File: config.mk
export PLATFORM = sky130hd
export DESIGN_NAME = controller
export DESIGN_NICKNAME = d
export VERILOG_FILES = /design/src/logic/ctrl_pkg.sv /design/src/logic/exec_if.sv /design/src/logic/main_sequencer.sv /design/src/logic/alu_writeback_fsm.sv /design/src/logic/mem_access_fsm.sv /design/src/logic/control_transfer_fsm.sv /design/src/logic/controller.sv
export SDC_FILE = /design/constraint.sdc
export NUM_CORES = 1
export LEC_CHECK = 0
export BUFFER_PORTS_ARGS = -buffer_cell sky130_fd_sc_hd__buf_4
export CAP_MARGIN = 20
export CORE_UTILIZATION = 49
export DETAILED_ROUTE_END_ITERATION = 12
export PLACE_DENSITY = 0.85
export SLEW_MARGIN = 15
export SYNTH_ARGS = -nofsm -noshare
export SYNTH_HDL_FRONTEND = slang
export SYNTH_SLANG_ARGS = --single-unit
File: constraint.sdc
create_clock -name clk -period 1.5 [get_ports clk]
set_input_delay 0.075 -clock clk [delete_from_list [all_inputs] [get_ports clk]]
set_output_delay 0.075 -clock clk [all_outputs]
set_load 0.01 [all_outputs]
File: src/logic/ctrl_pkg.sv
package ctrl_pkg;

    ////////////////////////////////////////////////////////////////////////////
    // Instruction fields
    ////////////////////////////////////////////////////////////////////////////

    localparam int OPCODE_W = 7;
    localparam int FUNCT3_W = 3;

    // RV32I base opcodes
    localparam logic [OPCODE_W-1:0] OPC_RTYPE  = 7'b0110011;
    localparam logic [OPCODE_W-1:0] OPC_ITYPE  = 7'b0010011;
    localparam logic [OPCODE_W-1:0] OPC_LOAD   = 7'b0000011;
    localparam logic [OPCODE_W-1:0] OPC_STORE  = 7'b0100011;
    localparam logic [OPCODE_W-1:0] OPC_BRANCH = 7'b1100011;
    localparam logic [OPCODE_W-1:0] OPC_JAL    = 7'b1101111;
    localparam logic [OPCODE_W-1:0] OPC_JALR   = 7'b1100111;
    localparam logic [OPCODE_W-1:0] OPC_LUI    = 7'b0110111;
    localparam logic [OPCODE_W-1:0] OPC_AUIPC  = 7'b0010111;

    // Access size for loads and stores
    localparam logic [FUNCT3_W-1:0] F3_BYTE   = 3'b000;
    localparam logic [FUNCT3_W-1:0] F3_HALF   = 3'b001;
    localparam logic [FUNCT3_W-1:0] F3_WORD   = 3'b010;
    localparam logic [FUNCT3_W-1:0] F3_BYTE_U = 3'b100;
    localparam logic [FUNCT3_W-1:0] F3_HALF_U = 3'b101;

    ////////////////////////////////////////////////////////////////////////////
    // Control encodings
    ////////////////////////////////////////////////////////////////////////////

    typedef enum logic [2:0] {
        ALU_REG = 3'd0,
        ALU_IMM = 3'd1,
        LOAD    = 3'd2,
        STORE   = 3'd3,
        BRANCH  = 3'd4,
        JAL     = 3'd5,
        JALR    = 3'd6,
        NONE    = 3'd7     // Unsupported opcode
    } op_class_t;

    typedef enum logic [1:0] {
        PC_PLUS4  = 2'b00,
        PC_BRANCH = 2'b01,
        PC_JAL    = 2'b10,
        PC_JALR   = 2'b11
    } pc_sel_t;

    typedef enum logic [1:0] {
        WB_ALU = 2'b00,
        WB_MEM = 2'b01,
        WB_PC4 = 2'b10     // Return address
    } wb_sel_t;

    typedef enum logic [1:0] {
        SIZE_NONE = 2'b00,
        SIZE_BYTE = 2'b01,
        SIZE_HALF = 2'b10,
        SIZE_WORD = 2'b11
    } mem_size_t;

    // Datapath strobes and selects driven by an execute unit
    typedef struct packed {
        logic      pc_en;
        pc_sel_t   pc_select;
        logic      alu_src;    // High selects the immediate
        logic      reg_write;
        wb_sel_t   wb_sel;
        mem_size_t mem_size;
        logic      mem_read;
        logic      mem_write;
    } ctrl_word_t;

    localparam ctrl_word_t CTRL_IDLE = '{
        pc_en:     1'b0,
        pc_select: PC_PLUS4,
        alu_src:   1'b0,
        reg_write: 1'b0,
        wb_sel:    WB_ALU,
        mem_size:  SIZE_NONE,
        mem_read:  1'b0,
        mem_write: 1'b0
    };

endpackage

File: src/logic/exec_if.sv
`timescale 1ns/1ps

// Start/done link between the sequencer and one execute unit
interface exec_if
    import ctrl_pkg::*;
();

    logic                start;       // One cycle, only while the unit is idle
    op_class_t           op_class;    // Held from start until done
    logic [FUNCT3_W-1:0] funct3;
    logic                done;        // One cycle per start
    ctrl_word_t          ctrl;        // Idle word while the unit is idle

    modport sequencer (
        output start,
        output op_class,
        output funct3,
        input  done,
        input  ctrl
    );

    modport unit (
        input  start,
        input  op_class,
        input  funct3,
        output done,
        output ctrl
    );

endinterface

File: src/logic/main_sequencer.sv
`timescale 1ns/1ps

module main_sequencer
    import ctrl_pkg::*;
(
    input  logic                clk,
    input  logic                reset,
    input  logic                go,
    input  logic [OPCODE_W-1:0] opcode,
    input  logic [FUNCT3_W-1:0] funct3,
    exec_if.sequencer           alu_port,
    exec_if.sequencer           mem_port,
    exec_if.sequencer           xfer_port,
    output logic                ir_en,
    output ctrl_word_t          ctrl,
    output logic                instr_done,
    output logic                illegal
);

    typedef enum logic [2:0] {
        S_IDLE,
        S_FETCH,
        S_PC_INC,
        S_DISPATCH,
        S_WAIT,
        S_FINISH
    } seq_state_t;

    seq_state_t          state;
    seq_state_t          state_next;
    op_class_t           cls_now;     // Class of the opcode in the IR
    op_class_t           cls_q;
    logic [FUNCT3_W-1:0] funct3_q;
    logic                is_alu;
    logic                is_mem;
    logic                is_xfer;
    logic                unit_done;

    function automatic op_class_t classify(input logic [OPCODE_W-1:0] opc);
        op_class_t cls;
        case (opc)
            OPC_RTYPE:  cls = ALU_REG;
            OPC_ITYPE,
            OPC_LUI,
            OPC_AUIPC:  cls = ALU_IMM;    // Immediate operand on the ALU
            OPC_LOAD:   cls = LOAD;
            OPC_STORE:  cls = STORE;
            OPC_BRANCH: cls = BRANCH;
            OPC_JAL:    cls = JAL;
            OPC_JALR:   cls = JALR;
            default:    cls = NONE;
        endcase
        return cls;
    endfunction

    assign cls_now = classify(opcode);

    ////////////////////////////////////////////////////////////////////////////
    // State machine
    ////////////////////////////////////////////////////////////////////////////

    always_ff @(posedge clk or posedge reset)
    begin
        if (reset)
        begin
            state <= S_IDLE;
            cls_q <= NONE;
        end
        else
        begin
            state <= state_next;
            if (state == S_PC_INC)
            begin
                cls_q <= cls_now;    // Kept until the next fetch
            end
        end
    end

    always_ff @(posedge clk)
    begin
        if (state == S_PC_INC)
        begin
            funct3_q <= funct3;
        end
    end

    always_comb
    begin
        state_next = state;
        case (state)
            S_IDLE:     if (go) state_next = S_FETCH;
            S_FETCH:    state_next = S_PC_INC;
            // No unit to run for an unknown opcode
            S_PC_INC:   state_next = (cls_now == NONE) ? S_FINISH : S_DISPATCH;
            S_DISPATCH: state_next = S_WAIT;
            S_WAIT:     if (unit_done) state_next = S_FINISH;
            S_FINISH:   state_next = go ? S_FETCH : S_IDLE;
            default:    state_next = S_IDLE;
        endcase
    end

    ////////////////////////////////////////////////////////////////////////////
    // Dispatch to the execute units
    ////////////////////////////////////////////////////////////////////////////

    assign is_alu  = cls_q inside {ALU_REG, ALU_IMM};
    assign is_mem  = cls_q inside {LOAD, STORE};
    assign is_xfer = cls_q inside {BRANCH, JAL, JALR};

    assign alu_port.start  = (state == S_DISPATCH) && is_alu;
    assign mem_port.start  = (state == S_DISPATCH) && is_mem;
    assign xfer_port.start = (state == S_DISPATCH) && is_xfer;

    assign alu_port.op_class  = cls_q;
    assign mem_port.op_class  = cls_q;
    assign xfer_port.op_class = cls_q;
    assign alu_port.funct3    = funct3_q;
    assign mem_port.funct3    = funct3_q;
    assign xfer_port.funct3   = funct3_q;

    assign unit_done = (is_alu && alu_port.done) || (is_mem && mem_port.done)
                       || (is_xfer && xfer_port.done);

    // Own word during the PC increment, else the running unit's word
    always_comb
    begin
        ctrl = CTRL_IDLE;
        if (state == S_PC_INC)
        begin
            ctrl.pc_en     = 1'b1;
            ctrl.pc_select = PC_PLUS4;
        end
        else if (state == S_WAIT)
        begin
            if (is_alu)
                ctrl = alu_port.ctrl;
            else if (is_mem)
                ctrl = mem_port.ctrl;
            else if (is_xfer)
                ctrl = xfer_port.ctrl;
        end
    end

    assign ir_en      = (state == S_FETCH);
    assign instr_done = (state == S_FINISH);
    assign illegal    = (state == S_FINISH) && (cls_q == NONE);

endmodule

File: src/logic/alu_writeback_fsm.sv
`timescale 1ns/1ps

module alu_writeback_fsm
    import ctrl_pkg::*;
(
    input  logic  clk,
    input  logic  reset,
    exec_if.unit  port
);

    typedef enum logic {
        A_IDLE,
        A_WRITE
    } alu_state_t;

    alu_state_t state;

    always_ff @(posedge clk or posedge reset)
    begin
        if (reset)
        begin
            state <= A_IDLE;
        end
        else
        begin
            case (state)
                A_IDLE:  if (port.start) state <= A_WRITE;
                A_WRITE: state <= A_IDLE;    // Single write-back cycle
                default: state <= A_IDLE;
            endcase
        end
    end

    // Result goes straight from the ALU into the register file
    always_comb
    begin
        port.ctrl = CTRL_IDLE;
        port.done = 1'b0;
        if (state == A_WRITE)
        begin
            port.ctrl.reg_write = 1'b1;
            port.ctrl.wb_sel    = WB_ALU;
            port.ctrl.alu_src   = (port.op_class == ALU_IMM);
            port.done           = 1'b1;
        end
    end

endmodule

File: src/logic/mem_access_fsm.sv
`timescale 1ns/1ps

module mem_access_fsm
    import ctrl_pkg::*;
(
    input  logic  clk,
    input  logic  reset,
    exec_if.unit  port
);

    typedef enum logic [2:0] {
        M_IDLE,
        M_READ,      // Load address phase
        M_WB,        // Load data into the register file
        M_WRITE,     // Store
        M_SKIP       // funct3 without a size
    } mem_state_t;

    mem_state_t state;
    mem_size_t  size;

    always_comb
    begin
        case (port.funct3)
            F3_BYTE, F3_BYTE_U: size = SIZE_BYTE;
            F3_HALF, F3_HALF_U: size = SIZE_HALF;
            F3_WORD:            size = SIZE_WORD;
            default:            size = SIZE_NONE;
        endcase
    end

    always_ff @(posedge clk or posedge reset)
    begin
        if (reset)
        begin
            state <= M_IDLE;
        end
        else
        begin
            case (state)
                M_IDLE:
                begin
                    if (port.start)
                    begin
                        if (size == SIZE_NONE)
                            state <= M_SKIP;
                        else if (port.op_class == LOAD)
                            state <= M_READ;
                        else if (port.op_class == STORE)
                            state <= M_WRITE;
                        else
                            state <= M_SKIP;
                    end
                end
                M_READ:  state <= M_WB;
                default: state <= M_IDLE;
            endcase
        end
    end

    always_comb
    begin
        port.ctrl = CTRL_IDLE;
        port.done = 1'b0;
        case (state)
            M_READ:
            begin
                port.ctrl.mem_read = 1'b1;
                port.ctrl.mem_size = size;
                port.ctrl.alu_src  = 1'b1;    // Base plus offset
            end
            M_WB:
            begin
                port.ctrl.reg_write = 1'b1;
                port.ctrl.wb_sel    = WB_MEM;
                port.ctrl.alu_src   = 1'b1;
                port.done           = 1'b1;
            end
            M_WRITE:
            begin
                port.ctrl.mem_write = 1'b1;
                port.ctrl.mem_size  = size;
                port.ctrl.alu_src   = 1'b1;
                port.done           = 1'b1;
            end
            M_SKIP:  port.done = 1'b1;    // Ends without a strobe
            default: port.done = 1'b0;
        endcase
    end

endmodule

File: src/logic/control_transfer_fsm.sv
`timescale 1ns/1ps

module control_transfer_fsm
    import ctrl_pkg::*;
(
    input  logic  clk,
    input  logic  reset,
    input  logic  comparator,
    exec_if.unit  port
);

    typedef enum logic {
        X_IDLE,
        X_ACTIVE
    } xfer_state_t;

    xfer_state_t state;
    logic        taken_q;    // Branch outcome seen at start

    always_ff @(posedge clk or posedge reset)
    begin
        if (reset)
        begin
            state <= X_IDLE;
        end
        else
        begin
            case (state)
                X_IDLE:   if (port.start) state <= X_ACTIVE;
                X_ACTIVE: state <= X_IDLE;
                default:  state <= X_IDLE;
            endcase
        end
    end

    always_ff @(posedge clk)
    begin
        if (port.start)
        begin
            taken_q <= comparator;
        end
    end

    ////////////////////////////////////////////////////////////////////////////
    // Transfer cycle
    ////////////////////////////////////////////////////////////////////////////

    always_comb
    begin
        port.ctrl = CTRL_IDLE;
        port.done = 1'b0;
        if (state == X_ACTIVE)
        begin
            port.done = 1'b1;
            case (port.op_class)
                BRANCH:
                begin
                    // Not taken leaves the PC at PC plus 4
                    if (taken_q)
                    begin
                        port.ctrl.pc_en     = 1'b1;
                        port.ctrl.pc_select = PC_BRANCH;
                    end
                end
                JAL:
                begin
                    port.ctrl.pc_en     = 1'b1;
                    port.ctrl.pc_select = PC_JAL;
                    port.ctrl.reg_write = 1'b1;
                    port.ctrl.wb_sel    = WB_PC4;    // Link register
                end
                JALR:
                begin
                    port.ctrl.pc_en     = 1'b1;
                    port.ctrl.pc_select = PC_JALR;
                    port.ctrl.reg_write = 1'b1;
                    port.ctrl.wb_sel    = WB_PC4;
                    port.ctrl.alu_src   = 1'b1;      // rs1 plus immediate
                end
                default: port.ctrl = CTRL_IDLE;
            endcase
        end
    end

endmodule

File: src/logic/controller.sv
`timescale 1ns/1ps

module controller
    import ctrl_pkg::*;
(
    input  logic                clk,
    input  logic                reset,
    input  logic                go,
    input  logic [OPCODE_W-1:0] opcode,
    input  logic [FUNCT3_W-1:0] funct3,
    input  logic                comparator,    // Branch condition from the datapath
    output logic                ir_en,
    output logic                pc_en,
    output pc_sel_t             pc_select,
    output logic                alu_src,
    output logic                reg_write,
    output wb_sel_t             wb_sel,
    output mem_size_t           mem_size,
    output logic                mem_read,
    output logic                mem_write,
    output logic                instr_done,
    output logic                illegal
);

    ctrl_word_t ctrl_word;

    exec_if alu_bus ();
    exec_if mem_bus ();
    exec_if xfer_bus ();

    main_sequencer main_sequencer_inst (
        .clk        (clk),
        .reset      (reset),
        .go         (go),
        .opcode     (opcode),
        .funct3     (funct3),
        .alu_port   (alu_bus.sequencer),
        .mem_port   (mem_bus.sequencer),
        .xfer_port  (xfer_bus.sequencer),
        .ir_en      (ir_en),
        .ctrl       (ctrl_word),
        .instr_done (instr_done),
        .illegal    (illegal)
    );

    alu_writeback_fsm alu_writeback_fsm_inst (
        .clk   (clk),
        .reset (reset),
        .port  (alu_bus.unit)
    );

    mem_access_fsm mem_access_fsm_inst (
        .clk   (clk),
        .reset (reset),
        .port  (mem_bus.unit)
    );

    control_transfer_fsm control_transfer_fsm_inst (
        .clk        (clk),
        .reset      (reset),
        .comparator (comparator),
        .port       (xfer_bus.unit)
    );

    // Datapath controls
    assign pc_en     = ctrl_word.pc_en;
    assign pc_select = ctrl_word.pc_select;
    assign alu_src   = ctrl_word.alu_src;
    assign reg_write = ctrl_word.reg_write;
    assign wb_sel    = ctrl_word.wb_sel;
    assign mem_size  = ctrl_word.mem_size;
    assign mem_read  = ctrl_word.mem_read;
    assign mem_write = ctrl_word.mem_write;

endmodule

; Yosys cells after proc, flatten, opt, wreduce, memory -nomap -nowiden
; Cells that the tools add are included.
[totals]
regBits = 15
input_bits = 14
[classes]
eq_ne = 33
n_mux = 36
bitwise = 2
n_reduce_logical = 25
[op_table]
columns = operator, n
row1 = $mux 11, 5
row2 = $mux 3, 11
row3 = $eq 3x3->1 const B, 10
row4 = $eq 3x2->1 const B, 7
row5 = $eq 7x6->1 const B, 3
row6 = $eq 7x7->1 const B, 3
row7 = $pmux 3 s7, 1
row8 = $pmux 3 s6, 1
row9 = $eq 7x5->1 const B, 2
row10 = $eq 3x1->1 const B, 4
row11 = $logic_not 3->1, 4
row12 = $mux 1, 10
row13 = $pmux 3 s3, 1
row14 = $reduce_or 3->1, 3
row15 = $mux 8, 1
row16 = $reduce_or 2->1, 4
row17 = $eq 7x2->1 const B, 1
row18 = $logic_and 1x1->1, 7
row19 = $pmux 2 s3, 1
row20 = $pmux 3 s2, 1
row21 = $mux 4, 1
row22 = $ne 2x2->1 const B, 2
row23 = $pmux 1 s2, 2
row24 = $reduce_bool 2->1, 2
row25 = 7 further kinds, 9

; Depth between registers and ports, before layout
; Gate-level depths: netlist (run 1).
[depth]
depth_word = 9
mapped_depth = 5
ltp_nobuf = 4

; Hierarchy
; Synthesis (run 1) repeated with hierarchy kept, for this count alone.
[hier_totals]
cells_unflattened = 169
hier_area_um2 = 1386.3
[modules_own_cells]
columns = module, n_inst, cells_per_inst, area_per_inst_um2, seq_area_each_um2
row1 = main_sequencer, 1, 105, 849.6, 244.0
row2 = mem_access_fsm, 1, 29, 247.7, 75.1
row3 = control_transfer_fsm, 1, 20, 162.7, 55.1
row4 = alu_writeback_fsm, 1, 15, 126.4, 25.0

; Least setup slack after synthesis (run 1)
; OpenSTA, ideal clock, no wires.
[synth_path]
path_kind = flip-flop to output port
start = reg main_sequencer_inst.cls_q[1] (netlist: main_sequencer_inst.alu_port.op_class[1])
end = out mem_size[0]
t_arrival_ns = 1.352
required_time_ns = 1.425
setup_slack_ns = 0.073
stages_incl_launch_ff = 5
n_path_buf = 0
path_cell_list = dfstp_2 inv_1 nor3_1 nand3_1 a211oi_1
[synth_via]
elab_chain_len = 7
elab_cells_between_ends = 15
cone_classes = eq/ne: 6 / mux: 5 / reduce/logical: 4
[synth_rtl]
columns = element, line
row1 = from (decl), main_sequencer.sv:32  ; op_class_t cls_q;
row2 = from (signal assigned), main_sequencer.sv:74  ; cls_q <= cls_now;
row3 = $eq 3x3->1, main_sequencer.sv:108  ; assign is_xfer = cls_q inside {BRANCH, JAL, JALR};
row4 = $reduce_bool 3->1, main_sequencer.sv:108
row5 = $mux 11, main_sequencer.sv:139  ; else if (is_xfer)
row6 = $mux 11, main_sequencer.sv:137  ; else if (is_mem)
row7 = $mux 11 (*), main_sequencer.sv:135  ; if (is_alu)
row8 = $mux 11 (*), main_sequencer.sv:133  ; else if (state == S_WAIT)
row9 = $mux 8 (*), main_sequencer.sv:128  ; if (state == S_PC_INC)
row10 = to (decl), controller.sv:18  ; output mem_size_t mem_size,
; Every way passes the cells marked *; elsewhere a longest branch is shown, timed or not.

; Worst setup path after layout (run 1)
[layout_path]
start = reg main_sequencer_inst.cls_q[1] (netlist: main_sequencer_inst.alu_port.op_class[1])
end = out alu_src
[layout_via]
elab_chain_len = 8
elab_cells_between_ends = 18
cone_classes = eq/ne: 6 / mux: 8 / reduce/logical: 4
[layout_rtl]
columns = element, line
row1 = $eq 3x3->1, "main_sequencer.sv:108, control_transfer_fsm.sv:55"
row2 = $mux 1, control_transfer_fsm.sv:55  ; case (port.op_class)
row3 = $mux 11, control_transfer_fsm.sv:52  ; if (state == X_ACTIVE)
row4 = $mux 11, main_sequencer.sv:139
row5 = $mux 11, main_sequencer.sv:137
row6 = $mux 11 (*), main_sequencer.sv:135
row7 = $mux 11 (*), main_sequencer.sv:133
row8 = $mux 8 (*), main_sequencer.sv:128
row9 = to (decl), controller.sv:15  ; output logic alu_src,
; Marked as above.

==> reports/metrics.sh, run 1 <==
FINAL_CELL_MIX='buf_4 (32), nor2_1 (12), nand2_1 (7), dfrtp_1 (7), buf_6 (7)'
PRE_CTS_SLACK_PS=8.487
FMAX_MHz=588.6
SYNTH_EDF_COUNT=4
POST_SYNTHESIS_CELL_COUNT=107
CLKLATENCYLATEPIN_PS=280
CP_COMMON_CELL='buf_6'
TRITONCTS_CLOCK_TREE='done'
GRT_FIRST_PASS_WIRELENGTH_MM=4.098
REMAINING_DRC_ERRORS=0
CORE.ROWCOUNT=15
CTS.PATH.MAX_BUFFERS=2
CP_CELL_SEQUENCE='buf_6 > nand3b_1 > o31a_1 > o22ai_1 > and2_1 > buf_6'
UTILIZATION_PCT=80.57
CTS_BUF_COUNT=3
NETLIST_AREA_UM2=920.9
MOST_AREA_CONSUMING_CELLS_AFTER_SYNTHESIS='dfrtp_1 (22%), edfxtp_1 (13%), dfstp_2 (8.6%), nor2_1 (6.5%), nand2_1 (3.3%)'
IR_WORST_VDD_mV=0.9855
CTS_ROOT_BUF='clkbuf_4'
WIRELENGTH_MM=2.600
WORST-SETUP-PATH-TYPE='reg2out'
SYNTH-ASYNC-RESET-RATIO_PCT=73.33
IOS=28
CLK_PIN_SLEW_PS=100
POWER_PER_CELL_AREA_nW_PER_UM2=1249
SYNTH.AVG_CELL_AREA_UM2=8.606
FINAL_LAYOUT_SIZE_SUFFIX_GT1_SHARE_PCT=42.38
NUM_ANTENNA_CELLS=0
START_UTIL_PCT=52.76
SYNTH_LARGEST_AREA_CELL='dfrtp_1'
RESULT_OF_THE_RUN='finished with violations'
FAILED_CHECKS='setup timing'
SYNTH.AREA.MUX_SHARE_PCT=1.087
CRIT_PATH_MAX_FANOUT=5
CRIT_PATH_TOP_DELAY_CELL='dfstp_2'
TIMING.MAX_SLEW.REL_SLACK_PCT=68.47
TIMING.CRITICAL_PATH.TO_TYPE='primary output'
WORST_EP_ARRIVAL_TIME_PS=1620
STARTPOINT_TYPE='register'
FP.COREAREA_UM2=1745
HOLD_CLASS='in2reg'
SYNTH-XOR-AREA-SHARE_PCT=1.902
FINAL.SETUP_SKEW_PS=4.584
RSZ0062_AT_GRT='yes'
CRITICAL-PATH-TOP-DELAY-FAMILY='flip-flops'
GRT_START_MAX_NET_PINS=12
NETLIST.AREA_LEADER.SHARE_PCT=21.74
TOTAL_POWER_W=0.001757
GRT-OVFL-TOTAL=0
AREA_DELTA_SYNTH_FINAL_PCT=52.72
WORSTPATHREQUIRED_PS=1420
CELL_AREA_AFTER_PLACEMENT_UM2=1191
SYNTH_FP_NETS=121
LAYOUT.NETS=166
FILL_COUNT=118
HOLD_START='go'
WORST-SLEW-PIN-TRANSITION_PS=472.4
FINAL_DESIGN_AREA_NO_FILL_UM2=1406
DIE_W_UM=45.35
ROUTE.VIAS.TOTAL=1006
FINAL-SETUP-VIOL-COUNT=12
ADDER_CELL_AREA_SHARE_OF_THE_YOSYS_NETLIST_PCT=0
FLOORPLAN_DIE_HEIGHT_UM=45.35
NUMPORTBUFFERS=27
MAIN_FLOP_TYPE_AFTER_SYNTHESIS='dfrtp_1'
TRITONCTS_NUM_SINKS=15
DRT-INITIAL-DRC-COUNT=18
MAXSLEWVIOLCOUNT=0
P_LEAK_nW=0.6260
R2R_START='main_sequencer_inst.alu_port.op_class[1]'
CP_NUM_BUF_INV=2
VIA_PER_INST=5.716
DIEAREA_UM2=2057
GRT_PASS1_VIAS=930
TIMING_HOLD_VIOLATIONS_FINAL=0
CTS_HTREE_LEVELS=1
YOSYSWARNINGCOUNT=0
GPL.FINAL_WEIGHTED_CONGESTION=0.8633
GROUTE.USAGE.OVERALL_PCT=27.96
SYNTH_SEQ_CELLS=15
DRT-WIRELENGTH-PER-CELL_UM=14.77
FINAL_MIN_PERIOD_OVER_CLOCK_PERIOD_PCT=113.3
ANTENNA_FOUND_INITIAL=0
SYNTH_SIMPLE_GATE_AREA_SHARE_PCT=28.13
POST_ROUTE_ANTENNA_NET_VIOLATION_COUNT=0
WORST_PATH_LARGEST_CELL_DELAY_PS=600
CRITICAL_PATH.STARTPOINT='main_sequencer_inst.alu_port.op_class[1]'
YOSYS.CELL_TYPES.COUNT=41
LAYOUT.CELLS.MOST_COMMON='buf_4'
SYNTH_SEQ_AREA_SHARE_PCT=43.34
FINAL_CRITICAL_PATH_SETUP_SLACK_PS=-198.8
MAIN_COMBINATIONAL_CELL_FAMILY_BY_AREA_AFTER_SYNTHESIS='simple AND/OR/NAND/NOR gates'
DETAILEDROUTE.FIRSTPASSITERATIONCOUNT=6
SYNTH_COMPOUND_AREA_SHARE_PCT=20.11
POST-DP-HPWL_MM=1.657
FINALWORSTPATHREQUIREDPERIOD_PS=1699
DRV.MAX_CAP_VIOLATION_COUNT=0
cell usage after synthesis, drive strengths merged, types with 2 or more instances:
master,n
clkbuf,3
nor2,16
a31oi,2
inv,7
nor2b,4
a211oi,2
and2,3
edfxtp,4
dfrtp,8
o21ai,3
or3,3
dfstp,3
nand3,5
nand2b,3
buf,2
nand2,8
o31ai,2
a21o,2
nor3,5
a21oi,2
final timing paths:
kind                                                                 end  slack [ps]  cells past startpoint
worst max-delay path                                             alu_src        -200                      6
worst min-delay path                        main_sequencer_inst.state[0]          40                      3
worst max register to register              mem_access_fsm_inst.state[1]         -30                      6
worst min register to register           control_transfer_fsm_inst.state         520                      1
max in group asynchronous       main_sequencer_inst.alu_port.op_class[1]         790                      3
min in group asynchronous                   main_sequencer_inst.state[2]         360                      3
power breakdown:
part           leakage [nW]  total (W)  switching, W  internal [W]
clock network        0.0150   0.000243      0.000140      0.000103
registers             0.175   0.000655      0.000124      0.000530
logic                 0.436   0.000859      0.000416      0.000443
logic make-up after synthesis:
logic type / Yosys count
and+or+nand+nor: 52
muxes: 1
xor gates and xnor gates: 2
DFF: 15
buffers and inverters: 12
AOI/OAI and AO/OA: 25
worst register-to-register path: stages (launching register included):
cell,delay (ps)
dfstp_2,600
inv_2,80
nor3_4,170
buf_6,130
buf_4,100
nand3_1,140
o32ai_1,210
through the flow:
| step | cells | setup TNS [ps] | hold WS (ps) |
|---|---|---|---|
| 2_1_floorplan | 107 | 0 | -74.71 |
| 3_3_place_gp | 162 | 0 | 95.10 |
| 3_5_place_dp | 162 | 0 | 114.7 |
| 4_1_cts | 174 | -986.9 | 45.78 |
| 5_1_grt | 176 | -2109 | 40.06 |
| 6_report | 176 | -1350 | 41.02 |
metal layers:
layer	global-route usage [%]	up-vias	share of wire (%)
met1	34.19	481	42
li1	-	478	-
met2	52.17	41	52
met5	0	-	0
met4	5.455	0	1.3
met3	3.600	6	4.0
state kept, by name, indices dropped and copies added, names as in the netlist:
signal,count
mem_access_fsm_inst.state,3
alu_writeback_fsm_inst.state,1
main_sequencer_inst.alu_port.op_class,3
main_sequencer_inst.state,3
control_transfer_fsm_inst.state,1
main_sequencer_inst.alu_port.funct3,3
control_transfer_fsm_inst.taken_q,1
cell type report:
class	instances	area, um2	share of cell area [%]
sequential	15	400.4	28.47
multi-input combinational	80	548.0	38.97
timing repair buffer	45	374.1	26.60
inverter	7	26.28	1.868
tap	25	31.28	2.224
clock buffer	4	26.28	1.868
repair_timing:
| action | CTS | global route |
|---|---|---|
| hold buffers | 5 | 0 |
| endpoints found under the setup margin | 11 | 12 |
| gates resized for setup | 17 | 10 |
| gates cloned | 0 | 0 |
| pin swaps | 11 | 2 |
| buffers inserted | 3 | 2 |
| endpoints found under the hold margin | 12 | 0 |
(Power assumes the default switching activity.)
==> inputs of run 2 (changes only) <==
--- a/config.mk
+++ b/config.mk
@@ -7,9 +7,11 @@
 export LEC_CHECK = 0
 export BUFFER_PORTS_ARGS = -buffer_cell sky130_fd_sc_hd__buf_4
 export CAP_MARGIN = 20
-export CORE_UTILIZATION = 49
+export CELL_PAD_IN_SITES_DETAIL_PLACEMENT = 1
+export CELL_PAD_IN_SITES_GLOBAL_PLACEMENT = 2
+export CORE_UTILIZATION = 28
 export DETAILED_ROUTE_END_ITERATION = 12
-export PLACE_DENSITY = 0.85
+export PLACE_DENSITY = 0.84
 export SLEW_MARGIN = 15
 export SYNTH_ARGS = -nofsm -noshare
 export SYNTH_HDL_FRONTEND = slang
==> run 2 against run 1 <==
  * Critical endpoint is now mem_size[0]
  * Cell area shrank 0.18%
  * Largest cell class unchanged
  * Highest routed layer unchanged
  * Combinational power is 2% lower
  * The flow still finishes with violations (setup timing)
  * Clock-buffer cell count unchanged
==> reports/metrics.sh, run 2 (synthesis results as in run 1) <==
TRITONCTS_CLOCK_TREE='done'  # unchanged
ANTENNA_FOUND_INITIAL=0  # unchanged
PRE_CTS_SLACK_PS=57.54  # was 8.487 ps
CLKLATENCYLATEPIN_PS=280  # about the same
POST-DP-HPWL_MM=1.862  # was 1.657 mm
HOLD_CLASS='in2reg'  # unchanged
IR_WORST_VDD_mV=0.4302  # was 0.9855 mV
WIRELENGTH_MM=2.488  # was 2.600 mm
FINAL-SETUP-VIOL-COUNT=11  # was 12
FINAL_CRITICAL_PATH_SETUP_SLACK_PS=-138.1  # was -198.8 ps
MAXSLEWVIOLCOUNT=0  # unchanged
FINALWORSTPATHREQUIREDPERIOD_PS=1638  # was 1699 ps
DR.MAX_LAYER_USED='met4'  # unchanged
TIMING.CRITICAL_PATH.TO_TYPE='primary output'  # unchanged
CORE.ROWCOUNT=20  # was 15
FINAL_LAYOUT_SIZE_SUFFIX_GT1_SHARE_PCT=38.96  # was 42.38%
CRIT_PATH_MAX_FANOUT=6  # was 5
TIMING_HOLD_VIOLATIONS_FINAL=0  # unchanged
POST_ROUTE_ANTENNA_NET_VIOLATION_COUNT=0  # unchanged
FINAL.HOLD.WORST_SLACK_PS=54.16  # was 41.02 ps
FINAL_MIN_PERIOD_OVER_CLOCK_PERIOD_PCT=109.2  # was 113.3%
LAYOUT.CELLS.MOST_COMMON='buf_4'  # unchanged
ROUTE.VIAS.TOTAL=970  # was 1006
GRT_FIRST_PASS_WIRELENGTH_MM=4.077  # was 4.098 mm
REGISTER_AREA_UM2=399.1  # was 400.4 um2
FAILED_CHECKS='setup timing'  # unchanged
DIEAREA_UM2=3522  # was 2057 um2
START_UTIL_PCT=29.92  # was 52.76%
WORST-SLEW-PIN-TRANSITION_PS=449.1  # was 472.4 ps
GRT_START_MAX_NET_PINS=15  # was 12
CLK_PIN_SLEW_PS=90  # was 100 ps
DRT-WIRELENGTH-PER-CELL_UM=12.57  # was 14.77 um
VIA_PER_INST=4.899  # was 5.716
GROUTE.USAGE.OVERALL_PCT=15.29  # was 27.96%
ROUTED-WL-MET2_MM=1.338  # was 1.359 mm
AREA_DELTA_SYNTH_FINAL_PCT=52.45  # was 52.72%
FP.COREAREA_UM2=3078  # was 1745 um2
DRT-INITIAL-DRC-COUNT=27  # was 18
DETAILEDROUTE.FIRSTPASSITERATIONCOUNT=4  # was 6
CTS_BUF_COUNT=3  # unchanged
ROUTED_METAL_1_WIRE_LENGTH_MM=1.063  # was 1.102 mm
DIE_W_UM=59.35  # was 45.35 um
WORST_EP_ARRIVAL_TIME_PS=1560  # was 1620 ps
GRT-OVFL-TOTAL=0  # unchanged
FINAL.SETUP_SKEW_PS=10.07  # was 4.584 ps
WORSTPATHREQUIRED_PS=1420  # about the same
FMAX_MHz=610.5  # was 588.6 MHz
FILL_COUNT=385  # was 118
DRV.MAX_CAP_VIOLATION_COUNT=0  # unchanged
MULTI_INPUT_GATE_AREA_IN_THE_FINAL_LAYOUT_UM2=513.0  # was 548.0 um2
IOS=28  # unchanged
REMAINING_DRC_ERRORS=0  # unchanged
NUM_ANTENNA_CELLS=0  # unchanged
POWER_PER_CELL_AREA_nW_PER_UM2=1223  # was 1249 nW/um2
CTS.PATH.MAX_BUFFERS=2  # unchanged
P_LEAK_nW=0.6255  # was 0.6260 nW
GRT_PASS1_VIAS=951  # was 930
STARTPOINT_TYPE='register'  # unchanged
TRITONCTS_NUM_SINKS=15  # unchanged
GPL.FINAL_WEIGHTED_CONGESTION=0.7234  # was 0.8633
RSZ0062_AT_GRT='yes'  # unchanged
UTILIZATION_PCT=45.61  # was 80.57%
CTS_ROOT_BUF='clkbuf_4'  # unchanged
LAYOUT.NETS=169  # was 166
MET3WIRELENGTH_UM=59  # was 103 um
CTS_HTREE_LEVELS=1  # unchanged
NUMPORTBUFFERS=27  # unchanged
WORST-SETUP-PATH-TYPE='reg2out'  # unchanged
FLOORPLAN_DIE_HEIGHT_UM=59.35  # was 45.35 um
RESULT_OF_THE_RUN='finished with violations'  # unchanged
TIMING.MAX_SLEW.REL_SLACK_PCT=70.03  # was 68.47%
FINAL_CELL_MIX='buf_4 (40), nor2_1 (13), nand2_1 (8), dfrtp_1 (8)'  # was buf_4 (32), nor2_1 (12), nand2_1 (7), dfrtp_1 (7), buf_6 (7)
==> run 2: stage by stage <==
stage	area, um2	cells	TNS [ps]	total power, W
final	1404	198	-1291	0.001717
after global routing	1404	198	-2550	0.001848
after CTS	1350	194	-1248	0.001622
after detailed placement	1215	181	0	0.001283
after global placement	1215	181	0	0.001260
after floorplan	920.9	107	0	0.0009946
==> run 2: power breakdown <==
part / internal, W / switching [W] / total [W]
Sequential: 0.000528 / 0.000119 / 0.000647
Combinational: 0.000462 / 0.000385 / 0.000846
Clock: 0.000103 / 0.000121 / 0.000224
==> run 2: what timing repair did <==
| action | CTS | global route |
|---|---|---|
| hold buffers | 5 | 0 |
| pin swaps | 7 | 2 |
| gates resized for setup | 7 | 7 |
| endpoints found under the hold margin | 12 | 0 |
| buffers inserted | 4 | 4 |
| setup endpoints to repair | 11 | 13 |
==> run 2: cell type report <==
cell class	instances	area share, %
timing repair buffer	48	27.36
inverter	7	1.872
tap	44	3.922
multi-input combinational	80	36.54
sequential	15	28.43
clock buffer	4	1.872
==> run 2: metal layers <==
layer / global-route usage [%] / up-vias
li1: - / 479
met1: 18.55 / 470
met2: 27.61 / 19
met3: 0.6550 / 2
met4: 7.143 / 0
met5: 0 / -
==> run 2: final timing paths <==
kind | start | end | slack [ps] | cells after the start
max | main_sequencer_inst.state[1] | mem_size[0] | -140 | 6
min | go | main_sequencer_inst.state[0] | 50 | 3
max reg2reg | mem_access_fsm_inst.state[0] | main_sequencer_inst.state[0] | 110 | 4
min reg2reg | control_transfer_fsm_inst.state | control_transfer_fsm_inst.state | 520 | 1
max in group asynchronous | reset | main_sequencer_inst.alu_port.op_class[0] | 800 | 3
min in group asynchronous | reset | main_sequencer_inst.state[1] | 360 | 3
==> run 2: worst max-delay path, cell delays in order (launching register included) <==
cell	delay (ps)
dfrtp_1	390
nand2b_4	150
nor2_1	100
buf_4	170
nand3_2	120
a211oi_2	200
buf_4	140
==> inputs of run 3 (changes only) <==
--- a/config.mk
+++ b/config.mk
@@ -5,13 +5,14 @@
 export SDC_FILE = /design/constraint.sdc
 export NUM_CORES = 1
 export LEC_CHECK = 0
+export ABC_AREA = 1
 export BUFFER_PORTS_ARGS = -buffer_cell sky130_fd_sc_hd__buf_4
 export CAP_MARGIN = 20
 export CELL_PAD_IN_SITES_DETAIL_PLACEMENT = 1
 export CELL_PAD_IN_SITES_GLOBAL_PLACEMENT = 2
 export CORE_UTILIZATION = 28
 export DETAILED_ROUTE_END_ITERATION = 12
-export PLACE_DENSITY = 0.84
+export PLACE_DENSITY = 0.86
 export SLEW_MARGIN = 15
 export SYNTH_ARGS = -nofsm -noshare
 export SYNTH_HDL_FRONTEND = slang
==> run 3 against run 2 <==
  * Global-route usage is 1.0 points higher
  * Largest cell class unchanged
  * Critical endpoint is now alu_src
  * The flow still finishes with violations (setup timing)
  * Register-to-register slack better by 30 ps
  * Non-clock buffer count fell by 8
  * Sequential share of layout area down 2.4 points
==> reports/metrics.sh, run 3 <==
RESULT_OF_THE_RUN='finished with violations'  # unchanged
FAILED_CHECKS='setup timing'  # unchanged
REMAINING_DRC_ERRORS=0  # unchanged
CLK_PIN_SLEW_PS=60  # was 90 ps
REGTOREGSETUPSLACK_PS=140  # was 110 ps
SYNTH_SEQ_CELLS=15  # unchanged
ANTENNA_FOUND_INITIAL=0  # unchanged
TIMING.MAX_SLEW.REL_SLACK_PCT=68.20  # was 70.03%
CTS.PATH.MAX_BUFFERS=2  # unchanged
AREA_DELTA_SYNTH_FINAL_PCT=44.41  # was 52.45%
DRT-INITIAL-DRC-COUNT=23  # was 27
POST_ROUTE_ANTENNA_NET_VIOLATION_COUNT=0  # unchanged
LAYOUT.NETS=208  # was 169
FINAL_MIN_PERIOD_OVER_CLOCK_PERIOD_PCT=105.1  # was 109.2%
VIA_PER_INST=4.851  # was 4.899
P_LEAK_nW=0.7421  # was 0.6255 nW
POST-DP-HPWL_MM=2.376  # was 1.862 mm
CRITICAL-PATH-TOP-DELAY-FAMILY='flip-flops'  # unchanged
CP_CELL_SEQUENCE='inv_2 > nand2_4 > o21ai_2 > o21ai_1 > o211ai_1 > nor2_1 > buf_4'  # was nand2b_4 > nor2_1 > buf_4 > nand3_2 > a211oi_2 > buf_4
SYNTH_EDF_COUNT=4  # unchanged
SYNTH-ASYNC-RESET-RATIO_PCT=73.33  # unchanged
TRITONCTS_NUM_SINKS=15  # unchanged
SYNTH_SEQ_AREA_SHARE_PCT=37.18  # was 43.34%
SYNTH_FP_NETS=165  # was 121
WORST_EP_ARRIVAL_TIME_PS=1500  # was 1560 ps
SYNTH_LARGEST_AREA_CELL='dfrtp_1'  # unchanged
TIMING.CRITICAL_PATH.TO_TYPE='primary output'  # unchanged
IOS=28  # unchanged
YOSYS.CELL_TYPES.COUNT=32  # was 41
CLKLATENCYLATEPIN_PS=240  # was 280 ps
MOST_AREA_CONSUMING_CELLS_AFTER_SYNTHESIS='dfrtp_1 (19%), edfxtp_1 (11%), nand2_1 (11%), inv_1 (8.4%), dfstp_2 (7.3%)'  # was dfrtp_1 (22%), edfxtp_1 (13%), dfstp_2 (8.6%), nor2_1 (6.5%), nand2_1 (3.3%)
DIEAREA_UM2=4086  # was 3522 um2
FINAL_CRITICAL_PATH_SETUP_SLACK_PS=-76.99  # was -138.1 ps
DRT-WIRELENGTH-PER-CELL_UM=13.26  # was 12.57 um
FINAL-SETUP-VIOL-COUNT=7  # was 11
SYNTH-XOR-AREA-SHARE_PCT=0  # was 1.902%
FINAL_CELL_MIX='buf_4 (35), nand2_1 (31), inv_1 (22), nor2_1 (18)'  # was buf_4 (40), nor2_1 (13), nand2_1 (8), dfrtp_1 (8)
SYNTH.MOST_COMMON_CELL='nand2_1'  # was nor2_1
HOLD_START='go'  # unchanged
CTS_ROOT_BUF='clkbuf_8'  # was clkbuf_4
SYNTH_SIMPLE_GATE_AREA_SHARE_PCT=38.46  # was 28.13%
FINAL.HOLD.WORST_SLACK_PS=96.58  # was 54.16 ps
MAIN_FLOP_TYPE_AFTER_SYNTHESIS='dfrtp_1'  # unchanged
FILL_COUNT=451  # was 385
DRV.MAX_CAP_VIOLATION_COUNT=0  # unchanged
FMAX_MHz=634.1  # was 610.5 MHz
IR_WORST_VDD_mV=0.3527  # was 0.4302 mV
DETAILEDROUTE.FIRSTPASSITERATIONCOUNT=4  # unchanged
CORE.ROWCOUNT=22  # was 20
NETLIST.AREA_LEADER.SHARE_PCT=18.65  # was 21.74%
FLOORPLAN_DIE_HEIGHT_UM=63.92  # was 59.35 um
WORST-SETUP-PATH-TYPE='reg2out'  # unchanged
TIMING_HOLD_VIOLATIONS_FINAL=0  # unchanged
SYNTH.AREA.MUX_SHARE_PCT=0  # was 1.087%
WIRELENGTH_MM=3.195  # was 2.488 mm
GRT_PASS1_VIAS=1225  # was 951
STARTPOINT_TYPE='register'  # unchanged
CP_NUM_BUF_INV=2  # unchanged
WORST_PATH_LARGEST_CELL_DELAY_PS=600  # was 390 ps
WORST_R2R_PATH_DEPTH=7  # was 4
ROUTE.VIAS.TOTAL=1169  # was 970
NETLIST_AREA_UM2=1074  # was 920.9 um2
R2R_START='main_sequencer_inst.alu_port.op_class[2]'  # was mem_access_fsm_inst.state[0]
GROUTE.USAGE.OVERALL_PCT=16.32  # was 15.29%
FINALWORSTPATHREQUIREDPERIOD_PS=1577  # was 1638 ps
CRITICAL_PATH.STARTPOINT='main_sequencer_inst.alu_port.op_class[0]'  # was main_sequencer_inst.state[1]
POST_SYNTHESIS_CELL_COUNT=151  # was 107
NUMPORTBUFFERS=27  # unchanged
FINAL_LAYOUT_SIZE_SUFFIX_GT1_SHARE_PCT=39.38  # was 38.96%
CTS_BUF_COUNT=3  # unchanged
CTS_HTREE_LEVELS=1  # unchanged
MIN_DELAY_PATH_DEPTH=3  # unchanged
ADDER_CELL_AREA_SHARE_OF_THE_YOSYS_NETLIST_PCT=0  # unchanged
GPL.FINAL_WEIGHTED_CONGESTION=0.8126  # was 0.7234
POWER_PER_CELL_AREA_nW_PER_UM2=1421  # was 1223 nW/um2
SYNTH.CELLS.MOST_FREQUENT='nand2_1 (32), inv_1 (24), nor2_1 (20)'  # was nor2_1 (16), dfrtp_1 (8), nand2_1 (8)
CRIT_PATH_TOP_DELAY_CELL='dfstp_2'  # was dfrtp_1
LAYOUT.CELLS.MOST_COMMON='buf_4'  # unchanged
FINAL.SETUP_SKEW_PS=3.828  # was 10.07 ps
MAXSLEWVIOLCOUNT=0  # unchanged
WORSTPATHREQUIRED_PS=1420  # about the same
RR_ENDPOINT='main_sequencer_inst.state[0]'  # unchanged
GRT_FIRST_PASS_WIRELENGTH_MM=5.223  # was 4.077 mm
CRIT_PATH_MAX_FANOUT=5  # was 6
YOSYSWARNINGCOUNT=0  # unchanged
DIE_W_UM=63.92  # was 59.35 um
HOLD-PATH-ENDPOINT='main_sequencer_inst.state[0]'  # unchanged
SYNTH.AVG_CELL_AREA_UM2=7.109  # was 8.606 um2
NUM_ANTENNA_CELLS=0  # unchanged
MAIN_COMBINATIONAL_CELL_FAMILY_BY_AREA_AFTER_SYNTHESIS='simple AND/OR/NAND/NOR gates'  # unchanged
START_UTIL_PCT=29.32  # was 29.92%
WORST-SLEW-PIN-TRANSITION_PS=476.4  # was 449.1 ps
FP.COREAREA_UM2=3661  # was 3078 um2
SYNTH_COMPOUND_AREA_SHARE_PCT=12.70  # was 20.11%
UTILIZATION_PCT=42.34  # was 45.61%
GRT_START_MAX_NET_PINS=12  # was 15
HOLD_CLASS='in2reg'  # unchanged
RSZ0062_AT_GRT='yes'  # unchanged
TRITONCTS_CLOCK_TREE='done'  # unchanged
GRT-OVFL-TOTAL=0  # unchanged
-- run 3: cell count changes in the layout (fill, tap and decap cells not counted), sizes merged, moves of 4 or more --
cell / delta
nand2: +27
inv: +23
buf: -8
nor2: +8
o21ai: +6
nand3: +4
nor2b: -4
-- run 3: metrics by stage --
stage	TNS, ps	cells	power, W	instance area, um2	worst slack (ps)
finish	-278.8	241	0.002203	1550	-76.99
global route	-1124	241	0.002361	1550	-179.5
CTS	-337.2	235	0.002022	1456	-66.00
detailed placement	0	226	0.001550	1339	66.19
global placement	0	226	0.001515	1339	152.3
floorplan	0	151	0.001274	1074	150.3
-- run 3: kinds of logic after synthesis --
logic type / Yosys count
and+or+nand+nor: 83
DFF: 15
buffers and inverters: 32
AOI/OAI and AO/OA: 21
-- run 3: how the worst max path moves through the flow --
stage,slack (ps),endpoint,cells after the start
after floorplan,150,wb_sel[1],5
after global placement,150,reg_write,6
after detailed placement,70,reg_write,6
after CTS,-70,reg_write,6
after global routing,-180,alu_src,7
final,-80,alu_src,7
-- run 3: routing by layer --
metal,wire [um],global-route usage [%]
met1,1259,17.13
met3,78,2.857
met5,0,0
met4,93,7.670
met2,1764,30.98
-- run 3: layout make-up --
type                            count  area [um2]  share of cell area, %
Multi-Input combinational cell    104       610.6                  39.39
Sequential cell                    15       402.9                  25.99
Timing Repair Buffer               40       312.8                  20.18
Inverter                           30       117.6                  7.587
Tap cell                           48       60.06                  3.874
Clock buffer                        3       41.29                  2.663
Clock inverter                      1       5.005                 0.3228
-- run 3: what timing repair did --
| item | in CTS | in global routing |
|---|---|---|
| endpoints found under the setup margin | 11 | 12 |
| resized for setup | 8 | 12 |
| hold endpoints to repair | 8 | 4 |
| pin swaps | 1 | 7 |
| hold buffers | 1 | 4 |
| setup buffers | 4 | 2 |
-- run 3: worst reg2reg max path, stage by stage, from the launching register on --
cell and delay (ps):
dfstp_2 580, buf_4 160, nor2_4 50, buf_4 130, nand2_1 60, nand4_1 100
o21ai_1 100, nor2_1 50
-- run 3: where the power goes --
| group | switching, W | internal, W |
|---|---|---|
| clock | 0.000134 | 0.000183 |
| sequential | 0.000152 | 0.000573 |
| combinational | 0.000705 | 0.000456 |
